`src/hw/etx_pkg.sv`:
```
`default_nettype none

package etx_pkg;

   // ######################################
   // Transfer size and packet layout
   // ######################################

   // Transfer size of one access
   typedef enum logic [1:0] {
      dm_byte   = 2'd0,
      dm_half   = 2'd1,
      dm_word   = 2'd2,
      dm_double = 2'd3
   } datamode_t;

   // One queued packet, 104 bits in total
   typedef struct packed {
      logic        write;
      datamode_t   datamode;
      logic [3:0]  ctrlmode;
      logic [31:0] dstaddr;
      logic [31:0] data;
      logic [31:0] srcaddr;
      logic        spare;
   } emesh_packet_t;

   // One link cycle with frame and data lanes
   typedef struct packed {
      logic        frame;
      logic [15:0] data;
   } link_word_t;

   // ######################################
   // Framer states and register map
   // ######################################

   // Three header words, then four data words
   typedef enum logic [2:0] {
      tx_idle,
      tx_hdr1,
      tx_hdr2,
      tx_hdr3,
      tx_dat1,
      tx_dat2,
      tx_dat3,
      tx_dat4
   } tx_state_t;

   // Word addresses, byte offset divided by four
   typedef enum logic [2:0] {
      reg_dstaddr = 3'd0,
      reg_srcaddr = 3'd1,
      reg_data    = 3'd2,
      reg_ctrl    = 3'd3,
      reg_status  = 3'd4
   } wb_reg_t;

endpackage

`default_nettype wire

```
`src/hw/etx_wb_slave.sv`:
```
`timescale 1ns/1ps
`default_nettype none

module etx_wb_slave #(
   parameter int FIFO_DEPTH = 4
) (
   input  wire                          tx_lclk,
   input  wire                          reset,
   input  wire                          wb_cyc,
   input  wire                          wb_stb,
   input  wire                          wb_we,
   input  wire [2:0]                    wb_adr,
   input  wire [31:0]                   wb_dat_w,
   input  wire                          fifo_full,
   input  wire [$clog2(FIFO_DEPTH):0]   fifo_count,
   input  wire                          tx_wait,
   output logic [31:0]                  wb_dat_r,
   output logic                         wb_ack,
   output logic                         push,
   output etx_pkg::emesh_packet_t       push_pkt
);

   // Field registers
   logic [31:0]      dstaddr_q;
   logic [31:0]      srcaddr_q;
   logic [31:0]      data_q;
   logic [7:0]       ctrl_q;

   etx_pkg::wb_reg_t reg_sel;
   logic             req;
   logic             ctrl_wr;
   logic [31:0]      status;
   logic [31:0]      rd_mux;

   assign reg_sel = etx_pkg::wb_reg_t'(wb_adr);

   // Live request, masked in the ack cycle
   assign req     = wb_cyc & wb_stb & ~wb_ack;
   assign ctrl_wr = req & wb_we & (reg_sel == etx_pkg::reg_ctrl);

   // Push only when there is room
   assign push = ctrl_wr & ~fifo_full;

   // ######################################
   // Packet assembly
   // ######################################

   always_comb
   begin
      push_pkt          = '0;
      // Control bits straight from the bus
      push_pkt.write    = wb_dat_w[0];
      push_pkt.datamode = etx_pkg::datamode_t'(wb_dat_w[2:1]);
      push_pkt.ctrlmode = wb_dat_w[7:4];
      push_pkt.dstaddr  = dstaddr_q;
      push_pkt.data     = data_q;
      push_pkt.srcaddr  = srcaddr_q;
   end

   // Ack a cycle later, ctrl writes wait for room
   always_ff @(posedge tx_lclk or posedge reset)
   begin
      if (reset)
         wb_ack <= 1'b0;
      else if (ctrl_wr)
         wb_ack <= ~fifo_full;
      else
         wb_ack <= req;
   end

   // Field stores
   always_ff @(posedge tx_lclk)
   begin
      if (req && wb_we)
      begin
         unique case (reg_sel)
            etx_pkg::reg_dstaddr: dstaddr_q <= wb_dat_w;
            etx_pkg::reg_srcaddr: srcaddr_q <= wb_dat_w;
            etx_pkg::reg_data:    data_q    <= wb_dat_w;
            // Last control word kept for readback
            etx_pkg::reg_ctrl:    if (!fifo_full) ctrl_q <= wb_dat_w[7:0];
            default: ;
         endcase
      end
   end

   // ######################################
   // Readback
   // ######################################

   always_comb
   begin
      status                          = '0;
      status[$clog2(FIFO_DEPTH):0]    = fifo_count;
      // Pushback as seen after the synchronizer
      status[8]                       = tx_wait;
   end

   always_comb
   begin
      unique case (reg_sel)
         etx_pkg::reg_dstaddr: rd_mux = dstaddr_q;
         etx_pkg::reg_srcaddr: rd_mux = srcaddr_q;
         etx_pkg::reg_data:    rd_mux = data_q;
         etx_pkg::reg_ctrl:    rd_mux = {24'd0, ctrl_q};
         etx_pkg::reg_status:  rd_mux = status;
         default:              rd_mux = '0;
      endcase
   end

   // Same latency as a field write
   always_ff @(posedge tx_lclk)
   begin
      if (req && !wb_we)
         wb_dat_r <= rd_mux;
   end

endmodule

`default_nettype wire

```
`src/hw/etx_packet_fifo.sv`:
```
`timescale 1ns/1ps
`default_nettype none

module etx_packet_fifo #(
   parameter int FIFO_DEPTH = 4
) (
   input  wire                           tx_lclk,
   input  wire                           reset,
   input  wire                           push,
   input  etx_pkg::emesh_packet_t        push_pkt,
   input  wire                           pop,
   output etx_pkg::emesh_packet_t        head_pkt,
   output logic                          empty,
   output logic                          full,
   output logic [$clog2(FIFO_DEPTH):0]   count
);

   localparam int AW = $clog2(FIFO_DEPTH);

   // Packet storage
   etx_pkg::emesh_packet_t mem [FIFO_DEPTH];

   logic [AW-1:0] wr_ptr;
   logic [AW-1:0] rd_ptr;
   logic          do_push;
   logic          do_pop;

   // Guard against misuse at the edges
   assign do_push = push & ~full;
   assign do_pop  = pop & ~empty;

   assign empty = (count == '0);
   assign full  = (count == FIFO_DEPTH[AW:0]);

   // Head visible before the pop
   assign head_pkt = mem[rd_ptr];

   // ######################################
   // Storage and pointers
   // ######################################

   always_ff @(posedge tx_lclk)
   begin
      if (do_push)
         mem[wr_ptr] <= push_pkt;
   end

   // Pointers wrap on power-of-two depth
   always_ff @(posedge tx_lclk or posedge reset)
   begin
      if (reset)
      begin
         wr_ptr <= '0;
         rd_ptr <= '0;
         count  <= '0;
      end
      else
      begin
         if (do_push)
            wr_ptr <= wr_ptr + 1'b1;
         if (do_pop)
            rd_ptr <= rd_ptr + 1'b1;
         // Occupancy
         if (do_push && !do_pop)
            count <= count + 1'b1;
         else if (do_pop && !do_push)
            count <= count - 1'b1;
      end
   end

endmodule

`default_nettype wire

```
`src/hw/etx_framer.sv`:
```
`timescale 1ns/1ps
`default_nettype none

module etx_framer (
   input  wire                     tx_lclk,
   input  wire                     reset,
   input  wire                     empty,
   input  etx_pkg::emesh_packet_t  head_pkt,
   input  wire                     tx_wait,
   output logic                    pop,
   output etx_pkg::link_word_t     link_word
);

   etx_pkg::tx_state_t     state;
   etx_pkg::tx_state_t     state_nxt;
   etx_pkg::emesh_packet_t cur_pkt;

   logic [47:0] header;
   logic        start;
   logic        burst_ok;

   // ######################################
   // Header and burst decision
   // ######################################

   // Header, most significant end first
   assign header = {~cur_pkt.write, 7'd0, cur_pkt.ctrlmode, cur_pkt.dstaddr,
                    cur_pkt.datamode, cur_pkt.write, 1'b1};

   // New packet from idle
   assign start = (state == etx_pkg::tx_idle) & ~empty & ~tx_wait;

   // Consecutive write with the same modes
   assign burst_ok = ~empty & ~tx_wait
                   & cur_pkt.write & head_pkt.write
                   & (head_pkt.ctrlmode == cur_pkt.ctrlmode)
                   & (head_pkt.datamode == cur_pkt.datamode)
                   & (head_pkt.dstaddr == cur_pkt.dstaddr + 32'd8);

   // Pop in the load cycle
   assign pop = start | ((state == etx_pkg::tx_dat4) & burst_ok);

   // ######################################
   // State machine
   // ######################################

   always_comb
   begin
      unique case (state)
         etx_pkg::tx_idle: state_nxt = start ? etx_pkg::tx_hdr1 : etx_pkg::tx_idle;
         etx_pkg::tx_hdr1: state_nxt = etx_pkg::tx_hdr2;
         etx_pkg::tx_hdr2: state_nxt = etx_pkg::tx_hdr3;
         etx_pkg::tx_hdr3: state_nxt = etx_pkg::tx_dat1;
         etx_pkg::tx_dat1: state_nxt = etx_pkg::tx_dat2;
         etx_pkg::tx_dat2: state_nxt = etx_pkg::tx_dat3;
         etx_pkg::tx_dat3: state_nxt = etx_pkg::tx_dat4;
         // Burst skips the header
         etx_pkg::tx_dat4: state_nxt = burst_ok ? etx_pkg::tx_dat1 : etx_pkg::tx_idle;
         default:          state_nxt = etx_pkg::tx_idle;
      endcase
   end

   always_ff @(posedge tx_lclk or posedge reset)
   begin
      if (reset)
         state <= etx_pkg::tx_idle;
      else
         state <= state_nxt;
   end

   // Current packet, loaded on pop
   always_ff @(posedge tx_lclk)
   begin
      if (pop)
         cur_pkt <= head_pkt;
   end

   // ######################################
   // Word select
   // ######################################

   always_comb
   begin
      link_word.frame = (state != etx_pkg::tx_idle);
      unique case (state)
         etx_pkg::tx_hdr1: link_word.data = header[47:32];
         etx_pkg::tx_hdr2: link_word.data = header[31:16];
         etx_pkg::tx_hdr3: link_word.data = header[15:0];
         etx_pkg::tx_dat1: link_word.data = cur_pkt.data[31:16];
         etx_pkg::tx_dat2: link_word.data = cur_pkt.data[15:0];
         etx_pkg::tx_dat3: link_word.data = cur_pkt.srcaddr[31:16];
         etx_pkg::tx_dat4: link_word.data = cur_pkt.srcaddr[15:0];
         default:          link_word.data = '0;
      endcase
   end

endmodule

`default_nettype wire

```
`src/hw/etx_io.sv`:
```
`timescale 1ns/1ps
`default_nettype none

module etx_io (
   input  wire                  tx_lclk,
   input  wire                  reset,
   input  etx_pkg::link_word_t  link_word,
   input  wire                  txi_wr_wait,
   output logic                 txo_frame,
   output logic [15:0]          txo_data,
   output logic                 tx_wait
);

   logic       io_reset_in;
   logic       io_reset;
   logic [1:0] wait_sync;

   // ######################################
   // I/O reset synchronizer
   // ######################################

   // Asserts with reset, releases two edges later
   always_ff @(posedge tx_lclk or posedge reset)
   begin
      if (reset)
      begin
         io_reset_in <= 1'b1;
         io_reset    <= 1'b1;
      end
      else
      begin
         io_reset_in <= 1'b0;
         io_reset    <= io_reset_in;
      end
   end

   // ######################################
   // Output stage
   // ######################################

   // One register on frame and data
   always_ff @(posedge tx_lclk or posedge reset)
   begin
      if (reset)
      begin
         txo_frame <= 1'b0;
         txo_data  <= '0;
      end
      else if (io_reset)
      begin
         // Held clear until I/O reset drops
         txo_frame <= 1'b0;
         txo_data  <= '0;
      end
      else
      begin
         txo_frame <= link_word.frame;
         txo_data  <= link_word.data;
      end
   end

   // Pushback, two flops into tx_lclk
   always_ff @(posedge tx_lclk or posedge reset)
   begin
      if (reset)
         wait_sync <= 2'b00;
      else
         wait_sync <= {wait_sync[0], txi_wr_wait};
   end

   // No new packet while outputs are held
   assign tx_wait = wait_sync[1] | io_reset;

endmodule

`default_nettype wire

```
`src/hw/etx_top.sv`:
```
`timescale 1ns/1ps
`default_nettype none

module etx_top #(
   parameter int FIFO_DEPTH = 4
) (
   input  wire          tx_lclk,
   input  wire          reset,
   // Wishbone slave
   input  wire          wb_cyc,
   input  wire          wb_stb,
   input  wire          wb_we,
   input  wire [2:0]    wb_adr,
   input  wire [31:0]   wb_dat_w,
   output logic [31:0]  wb_dat_r,
   output logic         wb_ack,
   // Link pins
   input  wire          txi_wr_wait,
   output logic         txo_frame,
   output logic [15:0]  txo_data
);

   // Host port to queue
   logic                          push;
   etx_pkg::emesh_packet_t        push_pkt;
   logic                          fifo_full;
   logic [$clog2(FIFO_DEPTH):0]   fifo_count;

   // Queue to framer
   logic                          fifo_empty;
   logic                          pop;
   etx_pkg::emesh_packet_t        head_pkt;

   // Framer to I/O
   etx_pkg::link_word_t           link_word;
   logic                          tx_wait;

   etx_wb_slave #(.FIFO_DEPTH(FIFO_DEPTH)) i_wb_slave (
      .tx_lclk(tx_lclk), .reset(reset),
      .wb_cyc(wb_cyc), .wb_stb(wb_stb), .wb_we(wb_we), .wb_adr(wb_adr),
      .wb_dat_w(wb_dat_w), .fifo_full(fifo_full), .fifo_count(fifo_count),
      .tx_wait(tx_wait), .wb_dat_r(wb_dat_r), .wb_ack(wb_ack),
      .push(push), .push_pkt(push_pkt)
   );

   etx_packet_fifo #(.FIFO_DEPTH(FIFO_DEPTH)) i_packet_fifo (
      .tx_lclk(tx_lclk), .reset(reset), .push(push), .push_pkt(push_pkt),
      .pop(pop), .head_pkt(head_pkt), .empty(fifo_empty), .full(fifo_full),
      .count(fifo_count)
   );

   etx_framer i_framer (
      .tx_lclk(tx_lclk), .reset(reset), .empty(fifo_empty), .head_pkt(head_pkt),
      .tx_wait(tx_wait), .pop(pop), .link_word(link_word)
   );

   etx_io i_io (
      .tx_lclk(tx_lclk), .reset(reset), .link_word(link_word),
      .txi_wr_wait(txi_wr_wait), .txo_frame(txo_frame), .txo_data(txo_data),
      .tx_wait(tx_wait)
   );

endmodule

`default_nettype wire

```
`config.mk`:
```
export PLATFORM = sky130hd
export DESIGN_NAME = etx_top
export DESIGN_NICKNAME = d
export VERILOG_FILES = /design/src/hw/etx_pkg.sv /design/src/hw/etx_wb_slave.sv /design/src/hw/etx_packet_fifo.sv /design/src/hw/etx_framer.sv /design/src/hw/etx_io.sv /design/src/hw/etx_top.sv
export SDC_FILE = /design/constraint.sdc
export NUM_CORES = 1
export LEC_CHECK = 0
export BUFFER_PORTS_ARGS = -buffer_cell sky130_fd_sc_hd__buf_2
export CORE_MARGIN = 3
export CORE_UTILIZATION = 35
export CTS_BUF_LIST = sky130_fd_sc_hd__clkbuf_4 sky130_fd_sc_hd__clkbuf_8
export CTS_CLUSTER_SIZE = 25
export DETAILED_ROUTE_END_ITERATION = 8
export SLEW_MARGIN = 20
export SYNTH_ARGS = -nofsm -noshare
export SYNTH_HDL_FRONTEND = slang
export SYNTH_SLANG_ARGS = --single-unit
```
`constraint.sdc`:
```
create_clock -name tx_lclk -period 14.5 [get_ports tx_lclk]
set_input_delay 1.45 -clock tx_lclk [delete_from_list [all_inputs] [get_ports tx_lclk]]
set_output_delay 1.45 -clock tx_lclk [all_outputs]
set_load 0.02 [all_outputs]
```
==> metrics.log <==
INFO  metric outcome = completed
INFO  metric synth_sequential_area_ratio = between 70 and 80%
INFO  metric synthSimpleGateAreaFrac = 3.98%
INFO  metric first_global_vias = 13500
INFO  metric start_util = between 30% and 40%
INFO  metric place_congestion = 0.880
INFO  metric crit_path_frequent_cell = sky130_fd_sc_hd__buf_4
INFO  metric critical-path-top-delay-family = simple AND/OR/NAND/NOR gates
INFO  metric dr_vias = about 13000
INFO  metric post_detailed_route_via_to_cell_ratio = a little over 5
INFO  metric regToRegEndpoint = i_framer.cur_pkt[11]$_DFFE_PP_
INFO  metric num_io_pins = 91
INFO  metric clkSlewWorstSetupHoldPaths = about 60 ps
INFO  metric synth_fp_nets = approximately 1400
INFO  metric worstSkewPairLatency = between 700 and 800 ps
INFO  metric tightest_slew = roughly 950 ps
INFO  metric layout_cells_sized_above_1 = a little over a quarter
INFO  metric first_iteration_detailed_routing_drc_count = around 1200
INFO  metric finish.cell_count_without_fillers = between 2000 and 3000
INFO  metric clock_tree.root_cell = sky130_fd_sc_hd__clkbuf_8
INFO  metric ordered_cell_list_for_the_critical_path = buf_4 -> mux4_2 -> xor2_1 -> or4_1 -> nor3b_2 -> nand4_1 -> or4_4 -> or2_4 -> o21ai_4 -> buf_4
INFO  metric cts_tree = built
INFO  metric reg2reg_depth = 10
INFO  metric ff2ff_setup_slack = between 8000 and 9000 ps
INFO  metric areaGrowthSynthToFinish = 14.0%
INFO  metric top_flip_flop_cell_by_instance_count_after_synthesis = sky130_fd_sc_hd__edfxtp_1
INFO  metric clk_path_buf_depth = 3
INFO  metric critical_path_buffers_and_inverters = 2
INFO  metric worstHoldPathType = register to register
INFO  metric cts.repair.resized = 0
INFO  metric whs_path_depth = 0
INFO  metric highest_attainable_clock_frequency = ~0.18 GHz
INFO  metric fin_skew = between 40 and 50 ps
INFO  metric global_route.overflow_total = 0
INFO  metric die_area = around 0.08 sq mm
INFO  metric grt_util_all_layers = between 15 and 20%
INFO  metric count_of_buffers_from_port_buffering = 90
INFO  metric hpwlAfterDp = 36300 um
INFO  metric rsz0062_at_grt = false
INFO  metric detail-route-antenna-nets = 0
INFO  metric die_h = approximately 280 um
INFO  metric netlist_area_before_placement = 0.0262 sq mm
INFO  metric critical_path.reg2reg.startpoint = i_packet_fifo.rd_ptr[0]$_DFFE_PP0P_
INFO  metric slew_viol_final = 0
INFO  metric worst-endpoint-required = between 10000 and 15000 ps
INFO  metric post-route-period-util = 38.4%
INFO  metric power_density = between 100 and 150 mW/mm^2
INFO  metric timing.hold.worst_endpoint = i_io.io_reset$_DFF_PP1_
INFO  metric critPathKind = register to register
INFO  metric drt-pass1-iter-count = 5
INFO  metric max_fanout_on_critical_path = 58
INFO  metric placedCellCount = 2328
INFO  metric syn-mean-instance-area = about 20 sq um
INFO  metric synth_fa_ha_area_share = less than 1%
INFO  metric crit_path_top_delay_cell = sky130_fd_sc_hd__dfrtp_4
INFO  metric antenna_found_initial = 2
INFO  metric critical_path_arrival = around 5900 ps
INFO  metric final_nets = between 1500 and 2000
INFO  metric chipWidth = around 280 um
INFO  metric fin_tns_setup = 0 ps
INFO  metric hold_violations = 0
INFO  metric mux_share_of_post_synthesis_cell_area = 11.9%
INFO  metric ys_types = 65
INFO  metric drt-total-wl = about 60000 um
INFO  metric routed_wire_length_per_instance = between 20 and 25 um
INFO  metric h-tree-depth = 3
INFO  metric critPathLaunchType = register
INFO  metric synth-async-reset-ratio = 4.69%
INFO  metric total_of_endpoints_with_negative_setup_slack_in_the_final_report = 0
INFO  metric synth-warning-count = 0
INFO  metric drc = 0
INFO  metric power.ir.vdd_worst = about 0.075 mV
INFO  metric largest_net_degree_at_the_start_of_global_routing = 59
INFO  metric synthXorXnorAreaFrac = approximately 1.4%
INFO  metric ys_ff_latch = 683
INFO  metric floorplan_core_area = between 0.07 and 0.08 sq mm
INFO  metric cap_violations = 0
INFO  metric final.hold.worst_slack = 346 ps
INFO  metric critPathMaxStageDelay = slightly above 1000 ps
INFO  metric synthesized_area_fraction_occupied_by_ao_oa_aoi_and_oai_cells = under 10%
INFO  metric grt_pass1_wl = between 80000 and 90000 um
INFO  metric time_the_worst_path_needs_with_i_o_delays_and_setup = 5560 ps
INFO  metric cellLeakagePower = between 0.009 and 0.01 uW
INFO  metric number_of_buffers_added_by_the_clock_tree_synthesis_step = a little over 100
INFO  metric synthCells = 1320
INFO  metric rows = roughly 100
INFO  metric cts.sinks = ~680
INFO  metric ctsHoldBuffers = 0
INFO  metric synth_top_family_by_area = multiplexers
INFO  metric min-delay-start = i_io.io_reset_in$_DFF_PP1_
INFO  metric synth_edf_count = between 600 and 700
INFO  metric post-cts-setup-buffer-count = 0
INFO  metric setup.worst_path.end_class = register
INFO  metric worst_case_headroom_to_the_max_slew_limit = between 30% and 40%
==> state kept, by name, summed over array words and instances (netlist names), 8 cells and up <==
signal,count
i_framer.cur_pkt,103
i_io.txo_data,16
i_packet_fifo.mem,412
i_wb_slave.ctrl_q,8
i_wb_slave.data_q,32
i_wb_slave.dstaddr_q,32
i_wb_slave.srcaddr_q,32
i_wb_slave.wb_dat_r,32
==> metal layers <==
metal,global-route usage (%),up-vias,wire (um)
met3,2.31,108,2870
met1,20.5,6726,25400
met4,6.62,0,2120
met2,24.4,391,28100
met5,0,-,0
li1,-,5681,-
==> cell families after synthesis <==
logic type,Yosys count
XOR/XNOR,43
buffers and inverters,76
flip-flops,683
AO/OA/AOI/OAI,135
adder cells (fa/ha/maj),7
other,1
AND/OR/NAND/NOR,203
multiplexers,172
==> per-stage QoR <==
step / setup slack, ps / instance area, sq um / util [%] / total power, uW
2_1_floorplan: 3830 / 26200 / - / 2590
3_3_place_gp: 8850 / 27800 / 37.8 / 2780
3_5_place_dp: 8810 / 27800 / 37.8 / 2790
4_1_cts: 8800 / 29800 / 40.6 / 4350
5_1_grt: 8550 / 29800 / 40.6 / 4480
6_report: 8940 / 29800 / 40.6 / 4300
==> synth_stat cells (3+ instances only) <==
library cell               count  area share, %
sky130_fd_sc_hd__nor4_1        4          0.096
sky130_fd_sc_hd__a22oi_1       8           0.23
sky130_fd_sc_hd__and4_1        6           0.20
sky130_fd_sc_hd__a22o_1       11           0.37
sky130_fd_sc_hd__clkbuf_1     41           0.59
sky130_fd_sc_hd__buf_1        13           0.19
sky130_fd_sc_hd__ha_1          6           0.29
sky130_fd_sc_hd__o21a_1        3          0.086
sky130_fd_sc_hd__nor3b_1       4           0.11
sky130_fd_sc_hd__edfxtp_1    651             75
sky130_fd_sc_hd__and2_1        5           0.12
sky130_fd_sc_hd__and4b_1       3           0.11
sky130_fd_sc_hd__o22ai_1       6           0.14
sky130_fd_sc_hd__mux2i_1      48            1.8
sky130_fd_sc_hd__inv_1        13           0.19
sky130_fd_sc_hd__nand3_1      18           0.34
sky130_fd_sc_hd__nand3b_1      4           0.11
sky130_fd_sc_hd__o21ai_0      23           0.44
sky130_fd_sc_hd__a31oi_1       5           0.12
sky130_fd_sc_hd__o211ai_1      5           0.14
sky130_fd_sc_hd__mux4_2      108            9.3
sky130_fd_sc_hd__nor3_1       10           0.19
sky130_fd_sc_hd__or3_1         4          0.096
sky130_fd_sc_hd__a21oi_1      46           0.88
sky130_fd_sc_hd__nand2b_1      5           0.12
sky130_fd_sc_hd__nand4_1      10           0.24
sky130_fd_sc_hd__nand2_1      26           0.37
sky130_fd_sc_hd__a211oi_1      3          0.086
sky130_fd_sc_hd__xnor2_1      28           0.94
sky130_fd_sc_hd__or4_1         4           0.11
sky130_fd_sc_hd__nor2_1       76            1.1
sky130_fd_sc_hd__dfrtp_1      30            2.9
sky130_fd_sc_hd__nor2b_1      13           0.31
sky130_fd_sc_hd__buf_2         6           0.11
sky130_fd_sc_hd__mux2_2       15           0.65
sky130_fd_sc_hd__o31ai_1       6           0.17
sky130_fd_sc_hd__xor2_1       15           0.50
sky130_fd_sc_hd__and3_1        3          0.072
==> cell type report <==
class	instances	area, sq um
Sequential cell	683	20400
Antenna cell	1	2.50
Timing Repair Buffer	112	616
Multi-Input combinational cell	561	5550
Clock inverter	59	414
Inverter	13	48.8
Clock buffer	132	1650
Fill cell	6509	43600
Tap cell	959	1200
==> power by group <==
part | total (uW) | switching (uW) | internal (uW)
clock network | 1550 | 731 | 824
logic | 482 | 315 | 167
registers | 2260 | 49.8 | 2210
total | 4300 | 1100 | 3200
==> cell usage in the layout (no fill, tap or decap), types with 27 or more instances in the layout <==
cell type / n
sky130_fd_sc_hd__a21oi_1: 46
sky130_fd_sc_hd__buf_2: 90
sky130_fd_sc_hd__clkbuf_4: 27
sky130_fd_sc_hd__clkbuf_8: 105
sky130_fd_sc_hd__clkinv_1: 29
sky130_fd_sc_hd__edfxtp_1: 651
sky130_fd_sc_hd__mux2i_1: 48
sky130_fd_sc_hd__mux4_2: 108
sky130_fd_sc_hd__nor2_1: 75
sky130_fd_sc_hd__xnor2_1: 28
==> worst max-delay path by stage <==
stage | start | depth (start not counted) | endpoint
floorplan | i_packet_fifo.rd_ptr[0]$_DFFE_PP0P_ | 9 | i_framer.cur_pkt[100]$_DFFE_PP_
global placement | i_packet_fifo.rd_ptr[0]$_DFFE_PP0P_ | 13 | i_packet_fifo.count[1]$_DFFE_PP0P_
detailed placement | i_packet_fifo.rd_ptr[0]$_DFFE_PP0P_ | 13 | i_packet_fifo.count[1]$_DFFE_PP0P_
CTS | i_packet_fifo.rd_ptr[0]$_DFFE_PP0P_ | 10 | i_framer.cur_pkt[11]$_DFFE_PP_
global route | i_packet_fifo.rd_ptr[0]$_DFFE_PP0P_ | 10 | i_framer.cur_pkt[58]$_DFFE_PP_
finish | i_packet_fifo.rd_ptr[0]$_DFFE_PP0P_ | 10 | i_framer.cur_pkt[11]$_DFFE_PP_
(Power assumes the default switching activity.)
